--- src/rtl/hdmi_cfg_pkg.sv ---
//====================================================================
// HDMI transmitter configuration package
// bus constants, register table size and the register-write record
// shared by the table sequencer and the two-wire frame transmitter
//====================================================================

package hdmi_cfg_pkg;

   // 7-bit device address of the HDMI transmitter
   localparam logic [6:0] iic_dev_addr = 7'h39;

   // r/w bit value for a write transfer
   localparam logic iic_wr_bit = 1'b0;

   // acknowledge slots are released high by the master
   localparam logic iic_ack_rel = 1'b1;

   // clocked bit slots per frame
   // 8 address/rw, 3 ack, 16 register address and data
   localparam int iic_bit_slots = 27;

   // number of register writes in the configuration table
   localparam int cfg_entries = 58;

   localparam int cfg_index_w = $clog2(cfg_entries);

   // table index, wide enough for cfg_entries
   typedef logic [cfg_index_w-1:0] cfg_index_t;

   // one register write, address in the upper byte
   typedef struct packed {
      logic [7:0] addr;
      logic [7:0] data;
   } reg_write_t;

endpackage

--- src/rtl/iic_write_if.sv ---
//====================================================================
// register write channel
// carries one register write from the table sequencer to the
// two-wire frame transmitter with start/busy/done strobes
//====================================================================

`timescale 1ns/1ns

interface iic_write_if import hdmi_cfg_pkg::*; ();

   logic       start;   // one-cycle launch pulse
   reg_write_t wr;      // held from start until done
   logic       busy;    // frame in progress
   logic       done;    // one-cycle pulse as busy falls

   // sequencer side
   modport seq (output start, output wr, input busy, input done);

   // transmitter side
   modport tx (input start, input wr, output busy, output done);

endinterface

--- src/rtl/cfg_rom.sv ---
//====================================================================
// HDMI transmitter register table
// registered lookup of the register address and data pairs written
// after reset, power-up and format setup first, then housekeeping
//====================================================================

`timescale 1ns/1ns

module cfg_rom import hdmi_cfg_pkg::*; (
   input  logic       clk,
   input  cfg_index_t index,
   output reg_write_t entry
);

   localparam reg_write_t rom_table [cfg_entries] = '{
      {8'h41, 8'h10},   // power up
      {8'h0B, 8'hC7},   // spdif config
      {8'h14, 8'h02},   // 16-bit audio samples
      {8'h15, 8'h00},   // 24-bit rgb 4:4:4 input
      {8'h16, 8'h32},   // 8-bit color, rising edge
      {8'h17, 8'h60},   // sync polarity low
      {8'h3C, 8'h02},   // vic sent to sink
      {8'h0A, 8'h10},   // spdif audio, mclk
      {8'h55, 8'h00},   // rgb output
      {8'h73, 8'h01},   // 2-channel audio
      {8'h9D, 8'h60},   // pixel clock not divided
      {8'hAF, 8'h06},   // hdcp off, hdmi mode
      {8'hF9, 8'h00},   // fixed i2c address
      // housekeeping writes required by the chip
      {8'h3B, 8'hE0},
      {8'h44, 8'h00},
      {8'h48, 8'h00},
      {8'h94, 8'hC0},
      {8'h96, 8'h00},
      {8'h98, 8'h03},
      {8'h99, 8'h02},
      {8'h9A, 8'hE0},
      {8'h9B, 8'h18},
      {8'h9C, 8'h30},
      {8'h9F, 8'h00},
      {8'hA1, 8'h00},
      {8'hA2, 8'hA4},
      {8'hA3, 8'hA4},
      {8'hA4, 8'h08},
      {8'hA5, 8'h04},
      {8'hA6, 8'h00},
      {8'hA7, 8'h00},
      {8'hA8, 8'h00},
      {8'hA9, 8'h00},
      {8'hAA, 8'h00},
      {8'hAB, 8'h40},
      {8'hB9, 8'h00},
      {8'hBA, 8'h10},
      {8'hBB, 8'h00},
      {8'hC7, 8'h00},
      {8'hCD, 8'h00},
      {8'hCE, 8'h01},
      {8'hCF, 8'h04},
      {8'hD0, 8'h3C},
      {8'hD1, 8'hFF},
      {8'hD2, 8'h80},
      {8'hD3, 8'h80},
      {8'hD4, 8'h80},
      {8'hD5, 8'h00},
      {8'hD6, 8'h00},
      {8'hDC, 8'h00},
      {8'hDD, 8'h00},
      {8'hDE, 8'h10},
      {8'hDF, 8'h01},
      {8'hE0, 8'h3C},
      {8'hE2, 8'h00},
      {8'hE3, 8'h00},
      {8'hE4, 8'h60},
      {8'hFA, 8'h00}
   };

   // one-cycle read latency, unused indices read as zero
   always_ff @(posedge clk) begin
      if (index < cfg_index_t'(cfg_entries))
         entry <= rom_table[index];
      else
         entry <= '0;
   end

endmodule

--- src/rtl/iic_frame_tx.sv ---
//====================================================================
// two-wire write frame transmitter
// sends start, device address with write bit, register address and
// data with released ack slots, then stop, at fixed half periods
//====================================================================

`timescale 1ns/1ns

module iic_frame_tx import hdmi_cfg_pkg::*; #(
   parameter int half_period = 3000   // clk cycles per scl half period
) (
   input  logic      clk,
   input  logic      rst,
   iic_write_if.tx   bus,
   output logic      scl,
   output logic      sda
);

   localparam int cnt_w  = (half_period > 1) ? $clog2(half_period) : 1;
   localparam int slot_w = $clog2(iic_bit_slots);

   typedef enum logic [2:0] {
      ph_ready,
      ph_start,       // sda low, scl high
      ph_low,         // scl low, sda set up
      ph_high,        // scl high, data sampled by the slave
      ph_stop_low,
      ph_stop_high,
      ph_idle         // bus released before done
   } phase_t;

   phase_t                   phase;
   logic [cnt_w-1:0]         half_cnt;
   logic [slot_w-1:0]        slot;
   logic [iic_bit_slots-1:0] shreg;
   logic                     half_end;
   logic                     launch;
   logic                     last_slot;
   logic                     shift_out;

   assign half_end  = (half_cnt == cnt_w'(half_period - 1));
   assign launch    = (phase == ph_ready) && bus.start;
   assign last_slot = (slot == slot_w'(iic_bit_slots - 1));

   // next bit goes onto sda at the start of every low half
   assign shift_out = half_end &&
                      ((phase == ph_start) || (phase == ph_high && !last_slot));

   // half-period pacing
   always_ff @(posedge clk or posedge rst) begin
      if (rst)
         half_cnt <= '0;
      else if (phase == ph_ready || half_end)
         half_cnt <= '0;
      else
         half_cnt <= half_cnt + cnt_w'(1);
   end

   always_ff @(posedge clk) begin
      if (launch)
         shreg <= {iic_dev_addr, iic_wr_bit, iic_ack_rel, bus.wr.addr,
                   iic_ack_rel, bus.wr.data, iic_ack_rel};
      else if (shift_out)
         shreg <= {shreg[iic_bit_slots-2:0], 1'b1};
   end

   always_ff @(posedge clk or posedge rst) begin
      if (rst) begin
         phase    <= ph_ready;
         slot     <= '0;
         scl      <= 1'b1;
         sda      <= 1'b1;
         bus.busy <= 1'b0;
         bus.done <= 1'b0;
      end else begin
         bus.done <= 1'b0;   // pulse only
         case (phase)
            ph_ready: begin
               if (bus.start) begin
                  phase    <= ph_start;
                  sda      <= 1'b0;   // start condition, scl stays high
                  bus.busy <= 1'b1;
               end
            end
            ph_start: begin
               if (half_end) begin
                  phase <= ph_low;
                  slot  <= '0;
                  scl   <= 1'b0;
                  sda   <= shreg[iic_bit_slots-1];
               end
            end
            ph_low: begin
               if (half_end) begin
                  phase <= ph_high;
                  scl   <= 1'b1;
               end
            end
            ph_high: begin
               if (half_end) begin
                  scl <= 1'b0;
                  if (last_slot) begin
                     phase <= ph_stop_low;
                     sda   <= 1'b0;   // hold low so the stop edge is a rise
                  end else begin
                     phase <= ph_low;
                     slot  <= slot + slot_w'(1);
                     sda   <= shreg[iic_bit_slots-1];
                  end
               end
            end
            ph_stop_low: begin
               if (half_end) begin
                  phase <= ph_stop_high;
                  scl   <= 1'b1;
               end
            end
            ph_stop_high: begin
               if (half_end) begin
                  phase <= ph_idle;
                  sda   <= 1'b1;   // stop condition
               end
            end
            ph_idle: begin
               if (half_end) begin
                  phase    <= ph_ready;
                  bus.busy <= 1'b0;
                  bus.done <= 1'b1;
               end
            end
            default: begin
               phase <= ph_ready;
               scl   <= 1'b1;
               sda   <= 1'b1;
            end
         endcase
      end
   end

endmodule

--- src/rtl/cfg_sequencer.sv ---
//====================================================================
// register table sequencer
// walks the configuration table after reset, launches one bus frame
// per entry and holds done high once the last write has gone out
//====================================================================

`timescale 1ns/1ns

module cfg_sequencer import hdmi_cfg_pkg::*; (
   input  logic      clk,
   input  logic      rst,
   iic_write_if.seq  bus,
   output logic      done
);

   typedef enum logic [1:0] {
      st_fetch,      // table read in flight
      st_launch,
      st_wait,       // frame on the bus
      st_finished
   } state_t;

   state_t     state;
   cfg_index_t index;
   reg_write_t entry;

   cfg_rom u_rom (
      .clk   (clk),
      .index (index),
      .entry (entry)
   );

   // rom output holds while index is unchanged, so wr stays stable
   assign bus.wr    = entry;
   assign bus.start = (state == st_launch) && !bus.busy;
   assign done      = (state == st_finished);

   always_ff @(posedge clk or posedge rst) begin
      if (rst) begin
         state <= st_fetch;
         index <= '0;
      end else begin
         case (state)
            st_fetch:  state <= st_launch;
            st_launch: begin
               if (!bus.busy)
                  state <= st_wait;
            end
            st_wait: begin
               if (bus.done) begin
                  if (index == cfg_index_t'(cfg_entries - 1)) begin
                     state <= st_finished;
                  end else begin
                     index <= index + cfg_index_t'(1);
                     state <= st_fetch;
                  end
               end
            end
            st_finished: state <= st_finished;   // until next reset
            default:     state <= st_fetch;
         endcase
      end
   end

endmodule

--- src/rtl/hdmi_iic_config.sv ---
//====================================================================
// HDMI transmitter configuration top level
// programs the transmitter register map over a write-only two-wire
// bus after reset, then raises done
//====================================================================

`timescale 1ns/1ns

module hdmi_iic_config #(
   parameter int half_period = 3000   // 200 MHz clk, 30 us scl period
) (
   input  logic clk,
   input  logic rst,
   output logic scl,
   output logic sda,
   output logic done
);

   // sequencer to transmitter write channel
   iic_write_if bus ();

   cfg_sequencer u_seq (
      .clk  (clk),
      .rst  (rst),
      .bus  (bus),
      .done (done)
   );

   iic_frame_tx #(
      .half_period (half_period)
   ) u_tx (
      .clk (clk),
      .rst (rst),
      .bus (bus),
      .scl (scl),
      .sda (sda)
   );

endmodule

--- config.mk ---
export PLATFORM = sky130hd
export DESIGN_NAME = hdmi_iic_config
export DESIGN_NICKNAME = d
export VERILOG_FILES = /design/src/rtl/hdmi_cfg_pkg.sv /design/src/rtl/iic_write_if.sv /design/src/rtl/cfg_rom.sv /design/src/rtl/iic_frame_tx.sv /design/src/rtl/cfg_sequencer.sv /design/src/rtl/hdmi_iic_config.sv
export SDC_FILE = /design/constraint.sdc
export NUM_CORES = 1
export LEC_CHECK = 0
export BUFFER_PORTS_ARGS = -buffer_cell sky130_fd_sc_hd__buf_2
export CAP_MARGIN = 20
export CORE_ASPECT_RATIO = 1.4
export CORE_MARGIN = 2
export CORE_UTILIZATION = 65
export DETAILED_ROUTE_END_ITERATION = 8
export GPL_ROUTABILITY_DRIVEN = 0
export PLACE_DENSITY_LB_ADDON = 0.2
export SYNTH_ARGS = -nofsm -noshare
export SYNTH_HDL_FRONTEND = slang
export SYNTH_SLANG_ARGS = --single-unit
--- constraint.sdc ---
create_clock -name clk -period 8.03 [get_ports clk]
set_input_delay 0 -clock clk [delete_from_list [all_inputs] [get_ports clk]]
set_output_delay 0 -clock clk [all_outputs]
set_load 0.01 [all_outputs]
; ---- Word level (Yosys, flattened, before mapping)
; Memory sizes are Yosys's and may differ from the RTL's. A register that Yosys moved wholly into a read port is not among the register bits.
; Index checks and enable logic that the tools add are counted.
[totals]
rom_bits = 1024
word_cells = 101
latch_bits = 0
memories = 1
register_bits = 58
mem_bits_rw = 0
[memory_table]
columns = memory, words, width, rd, rd_clocked_by_memory_dff, write_ports, line
row1 = (name not given), 64, 16, 1, 1, 0, cfg_rom.sv:80  ; entry <= rom_table[index];
[op_classes]
bitwise = 4
reduce_logical = 25
order_cmp = 1
shifts = 0
div_mod_pow = 0
mux = 32
addsub = 3
eq_ne = 24
multipliers = 0
[ops]
columns = op, count
row1 = two-way mux 18 bit, 2
row2 = two-way mux 3 bit, 8
row3 = case mux 3 bit (7 select lines), 1
row4 = inequality test 2 x 1 -> 1 bit (second input constant), 10
row5 = two-way mux 5 bit, 3
row6 = adder 12 x 1 -> 12 bit (second input constant), 1
row7 = == test 12 bit (second input constant), 1
row8 = two-way mux 12 bit, 1
row9 = case mux 5 bit (2 select lines), 1
row10 = == test 3 bit (second input constant), 3
row11 = two-way mux 1 bit, 9
row12 = AND reduction 3 bit, 3
row13 = case mux 2 bit (4 select lines), 1
row14 = inverter 6 -> 7 bit, 1
row15 = AND reduction 7 bit, 1
row16 = adder 6 x 1 -> 6 bit (second input constant), 1
row17 = == test 3 x 2 -> 1 bit (second input constant), 2
row18 = == test 6 bit (second input constant), 1
row19 = less-than comparator 6 bit (second input constant), 1
row20 = two-way mux 2 bit, 3
row21 = nonzero test 2 bit, 3
row22 = OR reduction 3 bit, 2
row23 = adder 5 x 1 -> 5 bit (second input constant), 1
row24 = == test 5 bit (second input constant), 1
row25 = other kinds (17), 28

; ---- Depth between registers and ports, before layout
; Gate-level depths: netlist of run 1.
[logic_depth]
ltp_word = 7
mapped_depth = 8

; ---- By module
; Synthesis of run 1 repeated with hierarchy kept, for this count alone.
[unflattened]
cells_unflattened = 463
area_unflattened_um2 = 4421.7
[modules_own_cells]
columns = mod, seq_area_each_um2, n_inst, area_each_um2, cells_each
row1 = iic_frame_tx, 1283.7, 1, 2337.2, 214
row2 = cfg_rom, 320.3, 1, 1666.6, 212
row3 = cfg_sequencer, 200.2, 1, 417.9, 37

; ---- Least setup slack after synthesis of run 1
; Ideal clock, no wire load.
[synth_path]
path_kind = flip-flop to flip-flop
from = register u_tx.half_cnt[0]
to = register u_tx.shreg[10] (enable)
t_required_ns = 7.619
arrival_ns = 2.272
stages_incl_launch_ff = 6
n_path_buf = 1
setup_ns = 0.411
setup_slack_ns = 5.347
cell_sequence = dfrtp_1 > ha_1 > and4_1 > buf_2 > nand4_2 > o21ai_0
[synth_between]
elab_chain_len = 3
[synth_lines]
columns = element, line
row1 = "start, declared", iic_frame_tx.sv:33  ; logic [cnt_w-1:0] half_cnt;
row2 = "start signal, assigned", iic_frame_tx.sv:56  ; half_cnt <= half_cnt + cnt_w'(1);
row3 = == test 12 bit, iic_frame_tx.sv:41  ; assign half_end = (half_cnt == cnt_w'(half_period - 1));
row4 = logical AND 1 bit, iic_frame_tx.sv:46  ; assign shift_out = half_end &&
row5 = nonzero test 2 bit (no source line), n/a
row6 = "end signal, assigned", iic_frame_tx.sv:61  ; shreg <= {iic_dev_addr, iic_wr_bit, iic_ack_rel, bus.wr.addr,
row7 = "end signal, assigned", iic_frame_tx.sv:64  ; shreg <= {shreg[iic_bit_slots-2:0], 1'b1};
row8 = "end, declared", iic_frame_tx.sv:35  ; logic [iic_bit_slots-1:0] shreg;
; No other way between the ends.
; A chain may end at the register's enable or synchronous reset.

; ---- Worst setup path in the final report of run 1
[layout_path]
from = register u_seq.index[1]
to = register u_seq.u_rom.entry[11] (netlist name)
[layout_between]
elab_chain_len = 2
elab_cells_between_ends = 3
classes_between = order compare: 1 / bitwise: 1 / reduce/logical: 1
[layout_lines]
columns = element, line
row1 = "start, declared", cfg_sequencer.sv:24  ; cfg_index_t index;
row2 = "start signal, assigned", cfg_sequencer.sv:54  ; index <= index + cfg_index_t'(1);
row3 = less-than comparator 6 bit, cfg_rom.sv:79  ; if (index < cfg_index_t'(cfg_entries))
row4 = zero test 1 bit (no source line), n/a
; Several ways; a longest one is shown, not always the timed one.

==> impl_metrics.py, run 1 <==
metrics = {
    "synthesis": {
        "ys_warn_count": 0,
        "synth_area_per_cell_sq_um": 9.20,
        "ys_seq_area_share_pct": 42.3,
        "synth_edf_count": 16,
        "ys_async_sr_fraction_pct": 43.2,
        "syn-cell-area_sq_mm": 0.00427,
        "synth_flop_cell": "dfrtp_1",
        "synthCells": 464,
        "ys_ff_latch": 74,
        "synth.distinct_cells": 66,
        "syn-num-nets": 484,
    },
    "sta": {
        "grt_setup_unrepaired": "no",
        "min_period_ns": 2.51,
        "finalHoldViolCount": 0,
        "slew_violations": 0,
        "fmax_ghz": 0.398,
        "fin_tns_setup_ns": 0,
        "fin_crit_sh_pct": 31.3,
        "fin_skew_ns": 0.0154,
        "tightest_slew_ns": 0.694,
        "slew_headroom_pct": 53.6,
        "holdWs_ns": 0.276,
        "setup_violations": 0,
    },
    "grt": {
        "grt_pass1_vias": 3203,
        "use_met3_pct": 5.22,
        "grt.busiest_layer": "met2",
        "overflow": 0,
        "use_met1_pct": 34.3,
        "grt_max_degree": 56,
        "grt_pass1_wl_mm": 15.3,
        "grt.met2_usage_pct": 43.3,
        "antenna_found_initial": 0,
        "grt_usage_pct": 26.6,
    },
    "clocking": {
        "postCtsHoldBufs": 1,
        "post_cts_buffers": 0,
        "cts_resized": 0,
        "cts.sinks": 74,
        "cts-buffers-inserted": 9,
        "clkTransAtPathRegs_ns": 0.09,
        "cts_tree": "built",
        "cts_max_level": 3,
        "clkLatencyLatePin_ns": 0.35,
        "root_buffer": "clkbuf_8",
        "cts_buffer_depth": 2,
    },
    "placement": {
        "hpwl_mm": 5.99,
        "io_buffers": 4,
    },
    "pwr": {
        "pwr_density_cell_mw_per_mm2": 156,
        "max-vdd-ir-drop_mv": 0.104,
        "power_leakage_nw": 1.83,
    },
    "drt": {
        "vias": 3395,
        "drtPass1Iterations": 5,
        "routed_via_density": 6.42,
        "antenna_left": 0,
        "drc_errors": 0,
        "wl_mm": 8.89,
        "wl_per_cell_microns": 16.8,
        "drt_iter0_drc": 288,
    },
    "layout": {
        "layout.filler_cells": 471,
        "antenna_cells": 0,
        "layout.nets": 472,
        "drive_above_1_share_pct": 7.44,
        "multi_input_area_sq_mm": 0.00220,
        "layout_common_cells": "nand2_1 (36), nor2_1 (36), dfrtp_1 (30)",
        "regArea_sq_mm": 0.00180,
        "syn2layout_area_growth_pct": 6.15,
        "final_util_pct": 72.0,
    },
    "critical_path": {
        "slowest_stage": "dfrtp_1",
        "max_stage_delay_ns": 0.58,
        "required_ns": 8.25,
        "startpoint": "u_seq.index[1]$_DFFE_PP0P_",
        "arrival_ns": 2.74,
        "r2r_end": "u_seq.u_rom.entry[11]$_SDFF_PP0_",
        "critical_path_class": "reg -> reg",
        "cp-start-kind": "flop",
        "worstSetupEndpointType": "flop",
        "path_common_cell": "a211oi_1",
        "path_cells": "inv_1, ha_1, nor3_1, a2111oi_0, a211oi_1, a211oi_1",
        "r2r_cells": 6,
        "crit_fanout": 14,
        "rrSetupSlack_ns": 5.52,
        "crit_end": "u_seq.u_rom.entry[11]$_SDFF_PP0_",
        "timing.rr.start": "u_seq.index[1]$_DFFE_PP0P_",
    },
    "floorplan": {
        "die_w_microns": 72.5,
        "start_util_pct": 67.8,
        "io_pins": 5,
        "dieArea_sq_mm": 0.00724,
        "fp.coreArea_sq_mm": 0.00630,
        "die_y_microns": 99.9,
        "rows": 34,
    },
    "worst_hold_path": {
        "hold_class": "in -> async",
    },
    "job": {
        "drv_cap": 0,
    },
    "outcome": {
        "status": "finished, final reports clean",
    },
}
==> report_power, final <==
group          internal (mW)  switching (mW)
Sequential             0.380               0
Clock                  0.178           0.143
Combinational       0.000847         0.00322
Total                  0.559           0.146
==> layer usage <==
metal  wire (microns)  vias to the layer above
met5                0                        -
met4              200                        0
met3              416                       16
met2             4570                      104
met1             3700                     1623
li1                 -                     1652
==> worst max-delay path: cells and delay by family, from the launching register on <==
family / cells / cell delay, ns
buffers and inverters: 1 / 0.32
flip-flops: 1 / 0.58
adder cells (fa/ha/maj): 1 / 0.52
AND/OR/NAND/NOR: 1 / 0.08
AO/OA/AOI/OAI: 3 / 0.90
==> sequential cells by signal, indices dropped and copies added, names as in the netlist <==
register / count
u_tx.scl: 1
u_seq.u_rom.entry: 16
u_tx.slot: 5
u_tx.bus.busy: 1
u_seq.state: 2
u_tx.bus.done: 1
u_tx.half_cnt: 12
u_tx.shreg: 26
u_tx.phase: 3
u_seq.index: 6
u_tx.sda: 1
==> cell usage after synthesis, types with 2 or more instances <==
master      n  share of area (%)
xor2_1      6                1.2
nand3b_1    6                1.1
o211ai_1   10                1.8
dfrtp_1    30                 18
o311ai_0    2               0.41
nor2_1     36                3.2
nor2b_1    11                1.6
o21ai_1     2               0.23
and4_1      3               0.62
buf_6       2               0.53
and3_1      5               0.73
ha_1       18                5.3
dfstp_2     2                1.2
nand2_1    36                3.2
buf_1       4               0.35
inv_1      25                2.2
nor3_1     12                1.4
o31ai_1     7                1.2
a2bb2oi_1   2               0.41
a22o_1     16                3.3
dfxtp_1    26                 12
a21oi_1    21                2.5
nor4_1      3               0.44
and3b_1     2               0.41
or4_1       2               0.35
a311oi_1    3               0.62
or3_1       2               0.29
mux2_2      2               0.53
buf_2      10                1.2
nand2b_1    8                1.2
a21o_1      5               0.88
a221oi_1    2               0.41
a31oi_1     3               0.44
nand3_1    17                2.0
edfxtp_1   16                 11
mux2_1      2               0.53
mux2i_1    11                2.6
nand4_1     7                1.0
o22ai_1     3               0.44
clkbuf_1   19                1.7
a211oi_1    7                1.2
o21ai_0    24                2.8
nor3b_1     2               0.35
xnor2_1    10                2.1
==> metrics by stage <==
step,power (mW),std cells,setup WS (ns),area [sq um]
floorplan,0.391,464,5.35,4270
global placement,0.392,510,5.51,4260
detailed placement,0.392,510,5.47,4260
CTS,0.711,527,5.42,4490
global route,0.727,529,5.29,4530
finish,0.705,529,5.52,4530
==> worst min path at each step <==
| stage | slack, ns | cells after the start | to |
|---|---|---|---|
| CTS | 0.27 | 4 | u_tx.phase[2]$_DFFE_PP0P_ |
| detailed placement | 0.10 | 3 | u_seq.index[4]$_DFFE_PP0P_ |
| global route | 0.34 | 4 | u_seq.state[0]$_DFFE_PP0P_ |
| finish | 0.28 | 4 | u_seq.state[0]$_DFFE_PP0P_ |
| global placement | 0.09 | 3 | u_seq.index[4]$_DFFE_PP0P_ |
| floorplan | 0.11 | 1 | u_seq.index[0]$_DFFE_PP0P_ |
==> kinds of logic (layout without fill, tap and decap cells) <==
group | after synthesis | in the layout | share of synthesized area (%)
AOI/OAI and AO/OA | 120 | 120 | 19.4
DFF | 74 | 74 | 42.3
adders and majority gates | 18 | 18 | 5.28
and+or+nand+nor | 159 | 159 | 19.5
xor gates and xnor gates | 16 | 16 | 3.28
buffers and inverters | 61 | 54 | 6.10
muxes | 16 | 16 | 4.16
==> area by class of cell <==
type / instances / share of cell area (%)
clock buffer: 9 / 2.73
clock inverter: 7 / 2.24
inverter: 25 / 2.07
multi-input combinational: 329 / 48.6
sequential: 74 / 39.8
tap: 72 / 1.99
timing repair buffer: 13 / 2.51
Note: power is estimated with default switching activity, not from simulation.
==> run 2, diff against run 1 <==
--- a/config.mk
+++ b/config.mk
@@ -9,7 +9,7 @@
 export CAP_MARGIN = 20
 export CORE_ASPECT_RATIO = 1.4
 export CORE_MARGIN = 2
-export CORE_UTILIZATION = 65
+export CORE_UTILIZATION = 57
 export DETAILED_ROUTE_END_ITERATION = 8
 export GPL_ROUTABILITY_DRIVEN = 0
 export PLACE_DENSITY_LB_ADDON = 0.2
==> constraint.sdc (replaced) <==
create_clock -name clk -period 2.1 [get_ports clk]
set_input_delay 0 -clock clk [delete_from_list [all_inputs] [get_ports clk]]
set_output_delay 0 -clock clk [all_outputs]
set_load 0.01 [all_outputs]
==> run 2 against run 1 <==
Critical path depth is the same. Largest power group unchanged. Highest routed layer unchanged. Routed wire length grew 4.5%. Flip-flop and latch count is the same.
==> impl_metrics.py, run 2 (synthesis gave the netlist of run 1 again) <==
metrics = {
    "clocking": {
        "root_buffer": "clkbuf_8",
        "cts_tree": "built",
        "post_cts_buffers": 0,
        "cts.sinks": 74,
        "cts_max_level": 3,
        "clkLatencyLatePin_ns": 0.35,
        "clkTransAtPathRegs_ns": 0.08,
        "cts_buffer_depth": 2,
        "cts-buffers-inserted": 9,
    },
    "floorplan": {
        "rows": 37,
        "start_util_pct": 58.4,
        "fp.coreArea_sq_mm": 0.00731,
        "dieArea_sq_mm": 0.00821,
        "io_pins": 5,
        "die_y_microns": 106,
        "die_w_microns": 77.1,
    },
    "critical_path": {
        "max_stage_delay_ns": 0.41,
        "path_common_cell": "and4_1",
        "arrival_ns": 2.05,
        "crit_fanout": 16,
        "cp-start-kind": "flop",
        "worstSetupEndpointType": "flop",
        "critical_path_class": "reg -> reg",
        "path_cells": "ha_1, and4_1, and4_1, and2b_1, buf_4, a22o_1",
        "required_ns": 2.20,
        "slowest_stage": "dfrtp_1",
    },
    "drt": {
        "drtPass1Iterations": 5,
        "drc_errors": 0,
        "routed_via_density": 6.02,
        "antenna_left": 0,
        "wl_mm": 9.29,
        "drt_iter0_drc": 238,
        "vias": 3447,
        "wl_per_cell_microns": 16.2,
    },
    "grt": {
        "grt_pass1_wl_mm": 16.1,
        "grt_max_degree": 51,
        "grt_usage_pct": 24.4,
        "antenna_found_initial": 0,
        "grt_pass1_vias": 3330,
        "overflow": 0,
    },
    "layout": {
        "largestRegisters": "u_tx.shreg x26, u_seq.u_rom.entry x16, u_tx.half_cnt x12",
        "drive_above_1_share_pct": 11.6,
        "layout.filler_cells": 648,
        "antenna_cells": 0,
        "syn2layout_area_growth_pct": 9.67,
        "largest-register": "u_tx.shreg",
        "largest_reg_flops": 26,
        "layout_common_cells": "nand2_1 (36), nor2_1 (36), dfrtp_1 (30)",
        "layout.nets": 491,
    },
    "sta": {
        "fin_tns_setup_ns": 0,
        "fin_skew_ns": 0.0134,
        "slew_violations": 0,
        "setup_violations": 0,
        "timing.final.ws_setup_ns": 0.143,
        "fin_crit_sh_pct": 93.2,
        "min_period_ns": 1.96,
        "slew_headroom_pct": 68.6,
        "fmax_ghz": 0.511,
        "finalHoldViolCount": 0,
        "tightest_slew_ns": 0.468,
        "grt_setup_unrepaired": "no",
    },
    "job": {
        "drv_cap": 0,
    },
    "placement": {
        "hpwl_mm": 6.70,
        "io_buffers": 4,
        "pre_cts_ws_ns": 0.143,
    },
    "pwr": {
        "power_leakage_nw": 1.90,
        "pwr_density_cell_mw_per_mm2": 517,
        "max-vdd-ir-drop_mv": 0.319,
    },
    "worst_hold_path": {
        "hold_class": "in -> async",
    },
    "outcome": {
        "status": "finished, final reports clean",
    },
}
## run 2: changes by cell type in the layout (fill, tap and decap cells not counted), sizes merged
| cell | previous run | this run |
|---|---|---|
| clkinvlp | 0 | 3 |
| buf | 12 | 31 |
| bufinv | 2 | 0 |
| inv | 27 | 26 |
## run 2: final timing paths
check	start	endpoint	slack, ns	cells after the start
setup / recovery	u_tx.half_cnt[0]$_DFF_PP0_	u_tx.shreg[15]$_DFFE_PP_	0.14	6
hold / removal	rst	u_tx.bus.done$_DFF_PP0_	0.28	4
setup reg to reg	u_tx.half_cnt[0]$_DFF_PP0_	u_tx.shreg[15]$_DFFE_PP_	0.14	6
hold reg to reg	u_tx.shreg[19]$_SDFFE_PP0P_	u_tx.shreg[20]$_SDFFE_PP1P_	0.46	2
max in group asynchronous	rst	u_tx.scl$_DFFE_PP1P_	1.48	4
min in group clk	u_tx.shreg[19]$_SDFFE_PP0P_	u_tx.shreg[20]$_SDFFE_PP1P_	0.46	2
## run 2: final cells by class
type                    instances  area (sq um)  share of cell area (%)
well taps                      97           121                    2.59
multi-input cells             329          2210                    47.2
inverters                      25          93.8                    2.00
clock buffers                   9           124                    2.65
flip-flops and latches         74          1800                    38.5
repair buffers                 32           283                    6.04
clock inverters                 7          45.0                   0.962
## run 2: power breakdown
group	leakage [nW]	switching, mW	internal (mW)
clock network	0.0791	0.527	0.423
logic	1.08	0.0123	0.00324
registers	0.735	0	1.45
## run 2: timing repair
item                       CTS  global route
hold buffers                 1             0
setup endpoints to repair    0             1
hold endpoints to repair    30             0
gates resized for setup      0             1
## run 2: routing by layer
metal | up-vias | global-route usage, % | share of wire [%]
li1 | 1691 | - | -
met1 | 1668 | 29.0 | 42
met2 | 61 | 43.2 | 53
met3 | 27 | 4.33 | 2.3
met4 | 0 | 10.2 | 3.0
met5 | - | 0 | 0
## run 2: metrics by stage
stage / cells / power, mW / hold WS, ns / area [sq um] / util (%)
finish: 573 / 2.42 / 0.279 / 4680 / 64.0
global route: 573 / 2.51 / 0.318 / 4680 / 64.0
CTS: 573 / 2.44 / 0.263 / 4680 / 64.0
detailed placement: 556 / 1.50 / 0.102 / 4500 / 61.5
global placement: 556 / 1.50 / 0.0972 / 4500 / 61.5
floorplan: 464 / 1.49 / 0.115 / 4270 / -
## run 2: critical path: cells and delay by family (launching register included)
family	cells	cell delay, ns
simple gates	3	0.65
fa+ha+maj	1	0.25
flops	1	0.41
compound gates	1	0.19
buf+inv	1	0.21
==> run 3, diff against run 2 <==
--- a/config.mk
+++ b/config.mk
@@ -9,7 +9,8 @@
 export CAP_MARGIN = 20
 export CORE_ASPECT_RATIO = 1.4
 export CORE_MARGIN = 2
-export CORE_UTILIZATION = 57
+export CORE_UTILIZATION = 55
+export CTS_CLUSTER_SIZE = 30
 export DETAILED_ROUTE_END_ITERATION = 8
 export GPL_ROUTABILITY_DRIVEN = 0
 export PLACE_DENSITY_LB_ADDON = 0.2
==> run 3 against run 2 <==
First-iteration DRC count decreased by 2.5%. Clock power increased by 52%. Clock-buffer cell count unchanged. Power increased by 20%. Largest power group unchanged. Die area increased by 3.5%. Final cell count increased by 0.17%. Design area increased by 1.3%.
==> impl_metrics.py, run 3 (synthesis gave the netlist of run 1 again) <==
metrics = {
    "outcome": {
        "status": "finished, final reports clean",
    },
    "sta": {
        "setup_violations": 0,
        "slew_violations": 0,
        "grt_setup_unrepaired": "no",
        "holdWs_ns": 0.118,
        "min_period_ns": 1.97,
        "tightest_slew_ns": 0.453,
        "finalHoldViolCount": 0,
        "fin_tns_setup_ns": 0,
        "slew_headroom_pct": 69.5,
        "fin_skew_ns": 0.0155,
        "fin_crit_sh_pct": 93.9,
        "fmax_ghz": 0.507,
    },
    "floorplan": {
        "io_pins": 5,
        "rows": 38,
        "die_y_microns": 108,
        "die_w_microns": 78.5,
        "dieArea_sq_mm": 0.00849,
        "fp.coreArea_sq_mm": 0.00765,
        "start_util_pct": 55.8,
    },
    "layout": {
        "largestRegisters": "u_tx.shreg x26, u_seq.u_rom.entry x16, u_tx.half_cnt x12",
        "multi_input_area_sq_mm": 0.00221,
        "layout.nets": 489,
        "antenna_cells": 0,
        "layout_common_cells": "nand2_1 (36), nor2_1 (36), dfrtp_1 (30)",
        "regArea_sq_mm": 0.00180,
        "layout.filler_cells": 657,
        "largest-register": "u_tx.shreg",
        "syn2layout_area_growth_pct": 11.0,
        "largest_reg_flops": 26,
        "drive_above_1_share_pct": 11.0,
    },
    "clocking": {
        "clkLatencyLatePin_ns": 0.35,
        "cts_max_level": 3,
        "cts_tree": "built",
        "cts.sinks": 74,
        "root_buffer": "clkbuf_8",
        "cts-buffers-inserted": 9,
        "clkTransAtPathRegs_ns": 0.08,
        "cts_buffer_depth": 2,
    },
    "worst_hold_path": {
        "hold_class": "in -> async",
    },
    "critical_path": {
        "cpLargestDelayFamily": "simple AND/OR/NAND/NOR gates",
        "path_common_cell": "and4_1",
        "timing.rr.start": "u_tx.half_cnt[0]$_DFF_PP0_",
        "r2r_cells": 6,
        "path_cells": "ha_1, and4_1, and4_1, and2b_1, buf_4, a22o_1",
        "crit_fanout": 16,
        "worstSetupEndpointType": "flop",
        "required_ns": 2.20,
        "r2r_end": "u_tx.shreg[2]$_DFFE_PP_",
        "path_buf_inv": 1,
        "critical_path_class": "reg -> reg",
        "cp-start-kind": "flop",
        "slowest_stage": "dfrtp_1",
        "rrSetupSlack_ns": 0.13,
        "max_stage_delay_ns": 0.41,
        "arrival_ns": 2.07,
    },
    "drt": {
        "drt_iter0_drc": 232,
        "drc_errors": 0,
        "wl_per_cell_microns": 16.2,
        "wl_mm": 9.28,
        "vias": 3439,
        "routed_via_density": 5.99,
        "drtPass1Iterations": 4,
        "antenna_left": 0,
    },
    "pwr": {
        "pwr_density_cell_mw_per_mm2": 615,
        "max-vdd-ir-drop_mv": 0.360,
        "power_leakage_nw": 1.94,
    },
    "grt": {
        "grt_max_degree": 51,
        "grt.busiest_layer": "met2",
        "grt_pass1_vias": 3318,
        "grt_usage_pct": 24.3,
        "overflow": 0,
        "grt_pass1_wl_mm": 16.0,
        "grt.met2_usage_pct": 41.1,
        "use_met3_pct": 4.34,
        "use_met1_pct": 29.1,
        "antenna_found_initial": 0,
    },
    "placement": {
        "hpwl_mm": 6.59,
        "io_buffers": 4,
    },
    "job": {
        "drv_cap": 0,
    },
}
-- run 3: cell types whose count changed in the layout (fill, tap and decap cells not counted), sizes merged --
cell | previous run | this run
bufinv | 0 | 4
clkinvlp | 3 | 0
buf | 31 | 29
inv | 26 | 25
-- run 3: report_power, final --
part           switching (mW)  internal (mW)  total, mW
clock network           0.534          0.909       1.44
logic                  0.0125        0.00323     0.0158
registers                   0           1.45       1.45
total                   0.547           2.37       2.91
-- run 3: repair_timing --
action                                  in CTS  in global routing
hold buffers                                 1                  0
hold endpoints to repair                    30                  0
buffers inserted                             0                  0
gates resized for setup                      0                  1
endpoints found under the setup margin       0                  1
-- run 3: area by class of cell --
cell class,instances,area share (%)
Multi-Input combinational cell,329,46.6
Sequential cell,74,38.1
Timing Repair Buffer,30,5.12
Clock inverter,7,2.98
Tap cell,100,2.64
Clock buffer,9,2.61
Inverter,25,1.98
-- run 3: per-layer routing --
| metal | up-vias | wire [microns] |
|---|---|---|
| li1 | 1694 | - |
| met1 | 1659 | 3960 |
| met2 | 70 | 4820 |
| met3 | 16 | 240 |
| met4 | 0 | 255 |
| met5 | - | 0 |
-- run 3: how the worst max path moves through the flow --
| stage | to | from | depth (start not counted) |
|---|---|---|---|
| global route | u_tx.shreg[2]$_DFFE_PP_ | u_tx.half_cnt[3]$_DFF_PP0_ | 5 |
| floorplan | u_seq.index[4]$_DFFE_PP0P_ | u_seq.index[1]$_DFFE_PP0P_ | 8 |
| finish | u_tx.shreg[2]$_DFFE_PP_ | u_tx.half_cnt[0]$_DFF_PP0_ | 6 |
| CTS | u_tx.shreg[3]$_DFFE_PP_ | u_tx.half_cnt[3]$_DFF_PP0_ | 5 |
| global placement | u_tx.shreg[2]$_DFFE_PP_ | u_tx.half_cnt[0]$_DFF_PP0_ | 6 |
| detailed placement | u_tx.shreg[15]$_DFFE_PP_ | u_tx.half_cnt[0]$_DFF_PP0_ | 6 |
-- run 3: worst min-delay path, delay by kind of cell --
kind / cells / cell delay [ns]
buffers and inverters: 3 / 0.83
-- run 3: stage by stage --
step	power (mW)	utilization (%)	cell area [sq um]	setup WS, ns	cells
final	2.91	61.9	4740	0.129	574
after global routing	3.02	61.9	4740	0.0155	574
after global placement	1.50	58.3	4460	0.193	557
after CTS	2.95	61.9	4740	0.117	574
after detailed placement	1.50	58.3	4460	0.141	557
after floorplan	1.49	-	4270	0.0650	464
